===== src/include/regs_config.svh =====
// Build-time configuration of the AXI4-Lite register block.
// Included by the packages and by every module that needs a size or a policy value.
`ifndef REGS_CONFIG_SVH
`define REGS_CONFIG_SVH

// Number of registers on the bus.
`define REGS_NUM 8

// Bus address and data widths.
`define REGS_ADDR_WIDTH 16
`define REGS_DATA_WIDTH 32

// Width of each register, at most the bus data width.
// Upper bus bits read as zero and are dropped on writes.
`define REGS_REG_WIDTH 20

// Base of the register region.
// Must be aligned to REGS_NUM * REGS_DATA_WIDTH/8 bytes.
`define REGS_BASE_ADDR 16'h0400

// Protection policy on AxPROT.
// Privileged accesses only; secure bit not required.
`define REGS_PRIV_ONLY 1'b1
`define REGS_SECURE_ONLY 1'b0

// One bit per register, set for AXI read-only.
// Registers 6 and 7 are read-only.
`define REGS_READ_ONLY 8'b1100_0000

// Reset value per register, register 7 leftmost.
`define REGS_RESET_VALUES {20'hF00D7, 20'hC0DE6, 20'h00005, 20'hABCDE, \
                           20'h12345, 20'h00000, 20'hFFFFF, 20'h5A5A5}

// Data word returned on a failed read.
`define REGS_ERR_DATA 32'hBA5E1E55

`endif


===== src/hdl/axil_pkg.sv =====
// Bus-side types of the AXI4-Lite register block.
// Response codes, the address word with its decoded view, and AxPROT bit positions.
`include "regs_config.svh"

package axil_pkg;

  // Byte offset within one bus word.
  localparam int unsigned off_width = $clog2(`REGS_DATA_WIDTH / 8);
  // Register index bits of the address.
  localparam int unsigned idx_width = $clog2(`REGS_NUM);
  // Remaining upper bits select the region.
  localparam int unsigned tag_width = `REGS_ADDR_WIDTH - idx_width - off_width;

  // AxPROT bit positions.
  localparam int unsigned prot_priv_bit = 0;
  localparam int unsigned prot_secure_bit = 1;

  // AXI response codes used by this slave.
  typedef enum logic [1:0] {
    resp_okay   = 2'b00,
    resp_slverr = 2'b10
  } resp_e;

  // Decoded view of one address word.
  typedef struct packed {
    logic [tag_width-1:0] tag;
    logic [idx_width-1:0] idx;
    logic [off_width-1:0] off;
  } addr_fields_t;

  // Address as it comes off the bus, or split into its fields.
  typedef union packed {
    logic [`REGS_ADDR_WIDTH-1:0] raw;
    addr_fields_t                fields;
  } addr_u;

  typedef logic [2:0] prot_t;
  typedef logic [`REGS_DATA_WIDTH-1:0] data_t;
  typedef logic [`REGS_DATA_WIDTH/8-1:0] strb_t;

endpackage


===== src/hdl/regs_pkg.sv =====
// Register-side types of the AXI4-Lite register block.
// One register word, its index, and the flattened array seen on the hardware port.
`include "regs_config.svh"

package regs_pkg;

  // One register, narrower than the bus.
  typedef logic [`REGS_REG_WIDTH-1:0] reg_word_t;

  // Selects one of REGS_NUM registers.
  typedef logic [$clog2(`REGS_NUM)-1:0] reg_idx_t;

  // All registers, index 0 in the low word.
  typedef reg_word_t [`REGS_NUM-1:0] reg_array_t;

  // One flag per register.
  typedef logic [`REGS_NUM-1:0] reg_mask_t;

endpackage


===== src/hdl/axil_addr_decode.sv =====
// Address and protection decoder for one AXI4-Lite address channel.
// Instantiated once for AW and once for AR; purely combinational.
`timescale 1ns/1ns
`include "regs_config.svh"

module axil_addr_decode (
  input  axil_pkg::addr_u    addr_i,
  input  axil_pkg::prot_t    prot_i,
  output regs_pkg::reg_idx_t idx_o,
  output logic               allowed_o
);
  import axil_pkg::*;

  // Fixed base of the region.
  localparam logic [`REGS_ADDR_WIDTH-1:0] base_addr = `REGS_BASE_ADDR;

  logic tag_hit;
  logic priv_ok;
  logic secure_ok;

  // Region hit when the upper bits equal those of the base.
  // The base is aligned, so no adder is needed.
  assign tag_hit = (addr_i.fields.tag == base_addr[`REGS_ADDR_WIDTH-1:`REGS_ADDR_WIDTH-tag_width]);

  // Index sits right above the byte offset.
  // Byte offset bits are ignored, as usual on AXI4-Lite.
  assign idx_o = addr_i.fields.idx;

  // Privilege bit only matters when the policy asks for it.
  assign priv_ok = ~`REGS_PRIV_ONLY | prot_i[prot_priv_bit];

  // Same for the secure bit.
  assign secure_ok = ~`REGS_SECURE_ONLY | prot_i[prot_secure_bit];

  // Access goes through only inside the region and with a legal AxPROT.
  assign allowed_o = tag_hit & priv_ok & secure_ok;

endmodule


===== src/hdl/axil_reg_file.sv =====
// Register storage of the AXI4-Lite register block.
// Applies hardware loads and strobed AXI writes, decides write acceptance and
// the B response, and returns the register selected for a read.
`timescale 1ns/1ns
`include "regs_config.svh"

module axil_reg_file (
  input  logic                 clk_i,
  input  logic                 reset_i,
  input  logic                 aw_valid_i,
  input  logic                 w_valid_i,
  output logic                 aw_ready_o,
  output logic                 w_ready_o,
  input  regs_pkg::reg_idx_t   wr_idx_i,
  input  logic                 wr_allowed_i,
  input  axil_pkg::data_t      w_data_i,
  input  axil_pkg::strb_t      w_strb_i,
  input  logic                 b_ready_i,
  output logic                 b_push_o,
  output axil_pkg::resp_e      b_resp_o,
  input  regs_pkg::reg_idx_t   rd_idx_i,
  output axil_pkg::data_t      rd_data_o,
  input  regs_pkg::reg_mask_t  reg_load_i,
  input  regs_pkg::reg_array_t reg_d_i,
  output regs_pkg::reg_array_t reg_q_o
);
  import axil_pkg::*;
  import regs_pkg::*;

  localparam reg_mask_t  read_only    = `REGS_READ_ONLY;
  localparam reg_array_t reset_values = `REGS_RESET_VALUES;

  reg_array_t reg_q;
  reg_array_t reg_d;

  logic wr_req;
  logic wr_ok;
  logic wr_stall;
  logic wr_accept;

  // Both AW and W must be present, and B needs room for the response.
  // b_ready_i comes from a flop in the buffer, so this adds no loop.
  assign wr_req = aw_valid_i & w_valid_i & b_ready_i;

  // A write that would really change a register.
  assign wr_ok = wr_allowed_i & ~read_only[wr_idx_i];

  // Hardware load on the same register has priority; the write waits.
  assign wr_stall = wr_ok & reg_load_i[wr_idx_i];

  // Rejected writes are taken at once and only produce SLVERR.
  assign wr_accept = wr_req & ~wr_stall;

  assign aw_ready_o = wr_accept;
  assign w_ready_o  = wr_accept;
  assign b_push_o   = wr_accept;
  assign b_resp_o   = wr_ok ? resp_okay : resp_slverr;

  // Next register values.
  always_comb begin
    reg_d = reg_q;

    // Hardware loads, read-only registers included.
    for (int unsigned i = 0; i < `REGS_NUM; i++) begin
      if (reg_load_i[i]) begin
        reg_d[i] = reg_d_i[i];
      end
    end

    // AXI write, bit by bit under the byte strobes.
    // Bus bits above the register width fall away here.
    if (wr_accept && wr_ok) begin
      for (int unsigned b = 0; b < `REGS_REG_WIDTH; b++) begin
        if (w_strb_i[b/8]) begin
          reg_d[wr_idx_i][b] = w_data_i[b];
        end
      end
    end
  end

  always_ff @(posedge clk_i) begin
    if (reset_i) begin
      reg_q <= reset_values;
    end else begin
      reg_q <= reg_d;
    end
  end

  assign reg_q_o = reg_q;

  // Read data, zero extended to the bus width.
  assign rd_data_o = data_t'(reg_q[rd_idx_i]);

endmodule


===== src/hdl/axil_regs.sv =====
// AXI4-Lite register block, top level.
// Bus master reads and writes REGS_NUM registers; local hardware loads them
// through reg_load_i and reg_d_i and sees them on reg_q_o.
`timescale 1ns/1ns
`include "regs_config.svh"

module axil_regs (
  input  logic                        clk_i,
  input  logic                        reset_i,
  // AW channel.
  input  logic                        aw_valid_i,
  output logic                        aw_ready_o,
  input  logic [`REGS_ADDR_WIDTH-1:0] aw_addr_i,
  input  axil_pkg::prot_t             aw_prot_i,
  // W channel.
  input  logic                        w_valid_i,
  output logic                        w_ready_o,
  input  axil_pkg::data_t             w_data_i,
  input  axil_pkg::strb_t             w_strb_i,
  // B channel.
  output logic                        b_valid_o,
  input  logic                        b_ready_i,
  output axil_pkg::resp_e             b_resp_o,
  // AR channel.
  input  logic                        ar_valid_i,
  output logic                        ar_ready_o,
  input  logic [`REGS_ADDR_WIDTH-1:0] ar_addr_i,
  input  axil_pkg::prot_t             ar_prot_i,
  // R channel.
  output logic                        r_valid_o,
  input  logic                        r_ready_i,
  output axil_pkg::data_t             r_data_o,
  output axil_pkg::resp_e             r_resp_o,
  // Hardware side.
  input  regs_pkg::reg_mask_t         reg_load_i,
  input  regs_pkg::reg_array_t        reg_d_i,
  output regs_pkg::reg_array_t        reg_q_o
);
  import axil_pkg::*;
  import regs_pkg::*;

  localparam int unsigned b_width = $bits(resp_e);
  localparam int unsigned r_width = $bits(data_t) + $bits(resp_e);

  addr_u    aw_addr;
  addr_u    ar_addr;
  reg_idx_t wr_idx;
  reg_idx_t rd_idx;
  logic     wr_allowed;
  logic     rd_allowed;

  logic   b_push;
  logic   b_buf_ready;
  resp_e  b_push_resp;
  logic [b_width-1:0] b_word;

  data_t  rd_data;
  data_t  r_push_data;
  resp_e  r_push_resp;
  logic [r_width-1:0] r_push_word;
  logic [r_width-1:0] r_word;

  // Bus addresses enter through the raw view.
  assign aw_addr.raw = aw_addr_i;
  assign ar_addr.raw = ar_addr_i;

  axil_addr_decode i_aw_decode (
    .addr_i    (aw_addr),
    .prot_i    (aw_prot_i),
    .idx_o     (wr_idx),
    .allowed_o (wr_allowed)
  );

  axil_addr_decode i_ar_decode (
    .addr_i    (ar_addr),
    .prot_i    (ar_prot_i),
    .idx_o     (rd_idx),
    .allowed_o (rd_allowed)
  );

  axil_reg_file i_reg_file (
    .clk_i        (clk_i),
    .reset_i      (reset_i),
    .aw_valid_i   (aw_valid_i),
    .w_valid_i    (w_valid_i),
    .aw_ready_o   (aw_ready_o),
    .w_ready_o    (w_ready_o),
    .wr_idx_i     (wr_idx),
    .wr_allowed_i (wr_allowed),
    .w_data_i     (w_data_i),
    .w_strb_i     (w_strb_i),
    .b_ready_i    (b_buf_ready),
    .b_push_o     (b_push),
    .b_resp_o     (b_push_resp),
    .rd_idx_i     (rd_idx),
    .rd_data_o    (rd_data),
    .reg_load_i   (reg_load_i),
    .reg_d_i      (reg_d_i),
    .reg_q_o      (reg_q_o)
  );

  // Write responses, one per accepted AW/W pair.
  axil_resp_buffer #(
    .WIDTH (b_width)
  ) i_b_buffer (
    .clk_i   (clk_i),
    .reset_i (reset_i),
    .valid_i (b_push),
    .ready_o (b_buf_ready),
    .data_i  (b_push_resp),
    .valid_o (b_valid_o),
    .ready_i (b_ready_i),
    .data_o  (b_word)
  );

  assign b_resp_o = resp_e'(b_word);

  // Read word is built in the AR cycle.
  // Failed reads return the fixed error pattern.
  assign r_push_data = rd_allowed ? rd_data : data_t'(`REGS_ERR_DATA);
  assign r_push_resp = rd_allowed ? resp_okay : resp_slverr;
  assign r_push_word = {r_push_data, r_push_resp};

  // AR is taken whenever the R buffer has room.
  axil_resp_buffer #(
    .WIDTH (r_width)
  ) i_r_buffer (
    .clk_i   (clk_i),
    .reset_i (reset_i),
    .valid_i (ar_valid_i),
    .ready_o (ar_ready_o),
    .data_i  (r_push_word),
    .valid_o (r_valid_o),
    .ready_i (r_ready_i),
    .data_o  (r_word)
  );

  assign r_data_o = r_word[r_width-1:b_width];
  assign r_resp_o = resp_e'(r_word[b_width-1:0]);

endmodule


===== src/hdl/axil_resp_buffer.sv =====
// Two-entry response buffer with valid/ready on both sides.
// Outputs come straight from flops, so no combinational path runs from the
// input side to the output side. Used for the B and R channels.
`timescale 1ns/1ns

module axil_resp_buffer #(
  parameter int unsigned WIDTH = 2
) (
  input  logic             clk_i,
  input  logic             reset_i,
  input  logic             valid_i,
  output logic             ready_o,
  input  logic [WIDTH-1:0] data_i,
  output logic             valid_o,
  input  logic             ready_i,
  output logic [WIDTH-1:0] data_o
);

  // Slot A drives the outputs and always holds the oldest entry.
  // Slot B is the spill slot, only used while A is stalled.
  logic             a_full_q;
  logic             b_full_q;
  logic [WIDTH-1:0] a_data_q;
  logic [WIDTH-1:0] b_data_q;

  logic push;
  logic pop;
  logic a_load;
  logic b_load;

  // Room for a push as long as the spill slot is empty.
  // This only looks at flops, so ready_o is registered too.
  assign ready_o = ~b_full_q;
  assign valid_o = a_full_q;
  assign data_o  = a_data_q;

  assign push = valid_i & ready_o;
  assign pop  = a_full_q & ready_i;

  // A refills when it empties or drains, from B first to keep order.
  assign a_load = (pop | ~a_full_q) & (b_full_q | push);

  // B catches a push while A is held by the consumer.
  assign b_load = a_full_q & ~pop & push;

  always_ff @(posedge clk_i) begin
    if (reset_i) begin
      a_full_q <= 1'b0;
      b_full_q <= 1'b0;
    end else begin
      // A stays full unless it drains with nothing behind it.
      a_full_q <= (a_full_q & ~pop) | b_full_q | push;
      // B empties on a pop, since its entry moves to A.
      b_full_q <= (b_full_q & ~pop) | b_load;
    end
  end

  // Payload flops.
  always_ff @(posedge clk_i) begin
    if (a_load) begin
      a_data_q <= b_full_q ? b_data_q : data_i;
    end
    if (b_load) begin
      b_data_q <= data_i;
    end
  end

endmodule


===== config.mk =====
export PLATFORM = sky130hd
export DESIGN_NAME = axil_regs
export DESIGN_NICKNAME = d
export VERILOG_FILES = /design/src/hdl/axil_pkg.sv /design/src/hdl/regs_pkg.sv /design/src/hdl/axil_addr_decode.sv /design/src/hdl/axil_reg_file.sv /design/src/hdl/axil_regs.sv /design/src/hdl/axil_resp_buffer.sv
export VERILOG_INCLUDE_DIRS = /design/src /design/src/include
export SDC_FILE = /design/constraint.sdc
export NUM_CORES = 1
export LEC_CHECK = 0
export BUFFER_PORTS_ARGS = -buffer_cell sky130_fd_sc_hd__buf_2
export CAP_MARGIN = 10
export CELL_PAD_IN_SITES_DETAIL_PLACEMENT = 1
export CELL_PAD_IN_SITES_GLOBAL_PLACEMENT = 1
export CORE_UTILIZATION = 33
export DETAILED_ROUTE_END_ITERATION = 8
export PLACE_DENSITY_LB_ADDON = 0.1
export SETUP_SLACK_MARGIN = 0.15
export SLEW_MARGIN = 25
export SYNTH_ARGS = -nofsm -noshare
export SYNTH_HDL_FRONTEND = slang
export SYNTH_SLANG_ARGS = --single-unit

===== constraint.sdc =====
create_clock -name clk_i -period 2.7 [get_ports clk_i]
set_clock_uncertainty 0.15 [all_clocks]
set_input_delay 0.27 -clock clk_i [delete_from_list [all_inputs] [get_ports clk_i]]
set_output_delay 0.27 -clock clk_i [all_outputs]
set_load 0.1 [all_outputs]

# Yosys cells after proc, flatten, opt, wreduce, memory -nomap -nowiden
# Memory sizes are Yosys's and may differ from the RTL's.
# Cells that the tools add are included.
word_totals:
  register_bits: 236
  romBits: 8
  input_bits: 249
  out_inout_bits: 201
  word_cells: 179
  mem_count: 1
memory_table:
  columns: ["memory", "depth", "width", "read_ports", "rd_ports_with_merged_regs", "write_ports", "line_no", "text"]
  rows:
  - ["(name not given)", 8, 1, 1, 0, 0, "axil_reg_file.sv:46", "assign wr_ok = wr_allowed_i & ~read_only[wr_idx_i];"]
op_classes:
  magnitude_cmp: 3
  n_eq_ne: 2
  muxes: 118
  bitwise: 37
  n_reduce_logical: 2
op_table:
  columns: ["op", "count"]
  rows:
  - ["2-to-1 mux 160 bit", 40]
  - ["bitwise mux 160 bit", 20]
  - ["demux 20 bit (select 3 bit)", 20]
  - ["2-to-1 mux 20 bit", 10]
  - ["binary-select mux 20 bit (select 3 bit)", 1]
  - ["2-to-1 mux 34 bit", 1]
  - ["2-to-1 mux 32 bit", 1]
  - ["== test 11 x 6 -> 1 bit (second input constant)", 2]
  - ["AND 1 bit", 19]
  - ["2-to-1 mux 19 bit", 1]
  - ["2-to-1 mux 18 bit", 1]
  - ["2-to-1 mux 17 bit", 1]
  - ["2-to-1 mux 16 bit", 1]
  - ["2-to-1 mux 15 bit", 1]
  - ["2-to-1 mux 14 bit", 1]
  - ["2-to-1 mux 13 bit", 1]
  - ["2-to-1 mux 12 bit", 1]
  - ["2-to-1 mux 11 bit", 1]
  - ["2-to-1 mux 10 bit", 1]
  - ["OR 1 bit", 10]
  - ["2-to-1 mux 9 bit", 1]
  - ["less-than comparator 3 x 4 -> 1 bit (second input constant)", 2]
  - ["2-to-1 mux 2 bit", 4]
  - ["2-to-1 mux 8 bit", 1]
  - ["10 further kinds", 20]

# Longest topological paths before layout
depth:
  depth_word: 66
  ltp_mapped: 7
  depth_no_buf: 5

# Modules after synthesis
# A second synthesis with hierarchy kept.
unflattened:
  hier_cells: 1018
  area_unflattened_um2: 12005.3
modules_own_cells:
  columns: ["mod", "instances", "cells_each", "area_per_inst_um2", "seq_area_each_um2"]
  rows:
  - ["axil_reg_file", 1, 834, 8843.5, 3203.1]
  - ["axil_resp_buffer (i_r_buffer)", 1, 116, 2572.5, 2082.0]
  - ["axil_resp_buffer (i_b_buffer)", 1, 17, 257.7, 160.2]
  - ["axil_regs", 1, 37, 226.5, 0.0]
  - ["axil_addr_decode", 2, 7, 52.6, 0.0]

# Worst setup path before layout
# OpenSTA, ideal clock, no wires.
synth_path:
  kind: "register -> register"
  from: "register i_r_buffer.a_full_q (netlist: i_r_buffer.valid_o)"
  to: "register i_r_buffer.b_data_q[10], enable pin"
  setup_ns: 0.430
  arrival_time_ns: 2.820
  required_time_ns: 2.120
  path_slack_ns: -0.700
  path_stages_with_launch: 3
  n_path_buf: 0
  period_less_slack_ns: 3.400
  path_cell_list: "dfxtp_1 -> nand2b_1 -> nor3b_1"
synth_between:
  elab_chain_cells: 4
synth_lines:
  columns: ["item", "line_no", "text"]
  rows:
  - ["start, declared", "axil_resp_buffer.sv:21", "logic a_full_q;"]
  - ["start signal, assigned", "axil_resp_buffer.sv:52", "a_full_q <= (a_full_q & ~pop) | b_full_q | push;"]
  - ["AND 1 bit", "axil_resp_buffer.sv:38", "assign pop = a_full_q & ready_i;"]
  - ["inverter 1 bit", "axil_resp_buffer.sv:44", "assign b_load = a_full_q & ~pop & push;"]
  - ["AND 1 bit (*) (2 in series)", "axil_resp_buffer.sv:44", null]
  - ["via i_r_buffer.b_load", "axil_resp_buffer.sv:29", "logic b_load;"]
  - ["end signal, assigned", "axil_resp_buffer.sv:64", "b_data_q <= data_i;"]
  - ["end, declared", "axil_resp_buffer.sv:24", "logic [WIDTH-1:0] b_data_q;"]
# The timed path passes the listed nets; every way through them passes the cells marked *.
# A chain may end at the register's enable or synchronous reset.

# Final worst setup path
layout_path:
  from: "register i_b_buffer.b_full_q"
  to: "register i_reg_file.reg_q, in the netlist i_reg_file.reg_q_o[29]"
layout_between:
  elab_chain_cells: 5
layout_lines:
  columns: ["item", "line_no", "text"]
  rows:
  - ["start, declared", "axil_resp_buffer.sv:22", "logic b_full_q;"]
  - ["start signal, assigned", "axil_resp_buffer.sv:54", "b_full_q <= (b_full_q & ~pop) | b_load;"]
  - ["inverter 1 bit", "axil_resp_buffer.sv:33", "assign ready_o = ~b_full_q;"]
  - ["AND 1 bit", "axil_reg_file.sv:43", "assign wr_req = aw_valid_i & w_valid_i & b_ready_i;"]
  - ["AND 1 bit", "axil_reg_file.sv:52", "assign wr_accept = wr_req & ~wr_stall;"]
  - ["logical AND 1 bit", "axil_reg_file.sv:72", "if (wr_accept && wr_ok) begin"]
  - ["2-to-1 mux 160 bit", "axil_reg_file.sv:72", null]
  - ["end signal, assigned", "axil_reg_file.sv:83", "reg_q <= reset_values;"]
  - ["end signal, assigned", "axil_reg_file.sv:85", "reg_q <= reg_d;"]
  - ["end, declared", "axil_reg_file.sv:33", "reg_array_t reg_q;"]
# Every way passes these cells.

==> metrics.txt <==
GRT Total Usage 26.68%; CP max stage delay 580 ps; sequential area share after synthesis 42.01%; H-tree depth 1; Peak supply drop 0.4517 mV; Post-Synth Simple-Gate Area 13.22%; RSZ-0062 raised after global routing yes; Critical Path Start Type flop; CTS tree done; area of the core 0.03262 sq mm; reg2reg path depth 6; #FFs+latches synth 208; compound-cell area share of the yosys netlist 9.978%; pre-CTS WS 329.1 ps; combinational share of power 29.4%; synthesis-to-finish area growth 47.22%; layout cells sized above 1 40.60%; crit path max-delay cell type dlygate4sd3_1; clock power share 34.3%; WS Path Type flop to flop; # rows 66; Final WS setup 191.3 ps; Vias per Instance 4.971; grt ovf 0; Synth Area per Inst 11.44 sq um; largest family of logic cells by synthesized area multiplexers; die area 0.03394 sq mm; Port Buffer Count 421; Internal 6102 uW; Syn. warnings 0; Netlist Area Pre-Place 0.01096 sq mm; Worst Tran Pin Value 738.6 ps; antenna violations before repair 4; Initial DRT Pass Iterations 4; CTS sink count 208; Slew HR 50.76%; first-pass GRT wire length 66,770 microns; Pwr per Cell Area 600.6 mW/mm^2; Final Hold Fails 0; Synth Area in Adders 0%; Remaining DRCs 0; asr flop ratio synth 0%; largest fanout on the critical path 8; Reg power frac 36.3%; Net Sw Frac 37.03%; crit end category flop; post-route ant nets 0; WP data arrival 2830 ps; crit share post-route 92.92%; vias in the first global route 10,829; Switch Pwr 3588 uW; Post-Syn Instances 958; endpoints failing setup 0; Iteration-0 DRC Markers 280; Synth Area in XOR/XNOR 0%; max-slew violations 0; critical path launch point i_b_buffer.b_full_q; nets 1,784; Die Width 184.2 microns; Skew-Pair Late Insertion Delay 540 ps; Worst Min Path Start reg_d_i[41]; post-synth cell types 41; largest net degree at the start of global routing 52; clk slew on worst S/H paths 60 ps; Reg2Reg Setup Slack 190 ps; Bufs on Longest Clock Path 3; I/O Pins 450; CTS buffer count 25; drt wl/cell 22.95 microns; Initial Util 33.60%; maxcap violations 0; DR vias 9,937; Tmin final 2509 ps; fmax 398.6 MHz; crit-path cells nand4b_1, nor3_1, o2111a_1, buf_4, mux2i_1, dlygate4sd3_1; Worst EP required 3020 ps; Setup TNS Final 0 ps; crit path to i_reg_file.reg_q_o[29]; Final HPWL DP 33,970 microns; Post-synth top flop dfxtp_1; post-synthesis mux area share 30.48%; die height 184.2 microns; number of flops mapped to enable cells by yosys 44; Clock Root Buffer clkbuf_16; RR Startpoint i_b_buffer.b_full_q; outcome complete, no violations; final WL 45,880 microns; leakage 0.007260 uW; worst reg2reg path endpoint i_reg_file.reg_q_o[29]; HP Class primary input to flop; post-CTS setup buffer count 0; gpl congestion 0.8089
worst min path at each step:
stage,end,cells after the start
final,i_reg_file.reg_q_o[41],4
after global routing,i_reg_file.reg_q_o[46],4
after CTS,i_reg_file.reg_q_o[9],4
after detailed placement,i_reg_file.reg_q_o[156],2
after global placement,i_r_buffer.b_full_q,2
after floorplan,i_r_buffer.b_full_q,1
placed cells by master, fill, tap and decap left out, drive strengths merged, types with 2 or more instances in the layout:
master and count:
o21a 2, nand2b 22, clkbuf 42, and3 2
nor2 57, nor2b 76, or2 67, nor3 3
o2111a 7, clkinv 2, mux4 40, dfxtp 164
a21oi 5, inv 6, o2111ai 14, buf 452
o21ai 10, a211o 20, diode 3, nor4b 4
edfxtp 44, mux2i 228, a211oi 54, mux2 14
nand2 23, conb 7, dlygate4sd3 179, nor4 2
cell type report:
cell class,instances,area [sq um]
Fill cell,3707,16480
Multi-Input combinational cell,664,5928
Sequential cell,208,4604
Timing Repair Buffer,631,4225
Clock buffer,42,759.5
Tap cell,442,553.0
Clock inverter,4,37.54
Inverter,5,18.77
Antenna cell,3,7.507
worst max-delay path, delay by kind of cell, from the launching register on:
kind                   cells  cell delay [ps]
flip-flops                 1              340
buffers and inverters      2              820
AND/OR/NAND/NOR            2              640
multiplexers               1              230
AO/OA/AOI/OAI              1              270
through the flow:
stage	std cells	power, uW	instance area, sq um	util (%)	hold WS [ps]
global placement	1771	6197	13530	41.48	326.2
CTS	1996	9774	16120	49.42	0.6256
global route	1998	10030	16130	49.46	29.12
floorplan	964	5540	10990	-	221.7
detailed placement	1771	6219	13530	41.48	333.0
finish	1999	9691	16130	49.46	18.21
synthesized netlist by cell type, types with 4 or more instances:
cell type / instances / area (sq um)
mux2_2: 14 / 157.7
mux2i_1: 228 / 2282
o21ai_0: 10 / 50.05
mux4_2: 40 / 900.9
a211oi_1: 53 / 397.9
or2_2: 67 / 419.2
nand2_1: 23 / 86.33
o2111a_1: 5 / 56.30
nand2b_1: 22 / 137.6
o2111ai_4: 8 / 210.2
nor2_1: 57 / 214.0
buf_4: 17 / 127.6
inv_1: 4 / 15.01
buf_2: 14 / 70.07
edfxtp_1: 44 / 1321
buf_6: 4 / 45.04
buf_1: 13 / 48.80
o2111ai_2: 5 / 75.07
a21oi_1: 5 / 25.02
dfxtp_1: 164 / 3283
nor4b_1: 4 / 35.03
clkbuf_1: 38 / 142.6
nor2b_1: 76 / 475.5
a211o_1: 20 / 175.2
state kept, by name, summed over array words and instances, names as in the netlist:
register / cells
i_r_buffer.valid_o: 1
i_b_buffer.valid_o: 1
i_r_buffer.data_o: 21
i_b_buffer.b_full_q: 1
i_b_buffer.b_data_q: 1
i_b_buffer.data_o: 1
i_reg_file.reg_q_o: 160
i_r_buffer.b_data_q: 21
i_r_buffer.b_full_q: 1
power by group through the flow:
stage / combinational, uW / clock, uW / sequential, uW
after floorplan: 766 / 0 / 4770
after global placement: 2610 / 0 / 3590
after detailed placement: 2630 / 0 / 3590
after CTS: 2850 / 3390 / 3520
after global routing: 2970 / 3520 / 3540
final: 2850 / 3320 / 3520
layer usage:
layer	share of wire, %	GRT usage, %	up-vias	routed length [microns]
met3	5.5	4.742	66	2502
met2	52	49.09	327	23660
li1	-	-	4660	-
met4	2.5	7.700	2	1127
met1	40	31.41	4882	18570
met5	0.024	0	-	11
logic make-up after synthesis:
group                  count (synthesis)
DFF                                  208
and+or+nand+nor                      261
buffers and inverters                 92
muxes                                282
AOI/OAI and AO/OA                    114
other                                  1
timing repair:
| item | in CTS | in global routing |
|---|---|---|
| gates resized for setup | 0 | 2 |
| hold buffers | 179 | 0 |
| endpoints found under the hold margin | 140 | 0 |
| setup endpoints to repair | 0 | 38 |
Power figures use the tool's default switching activity.
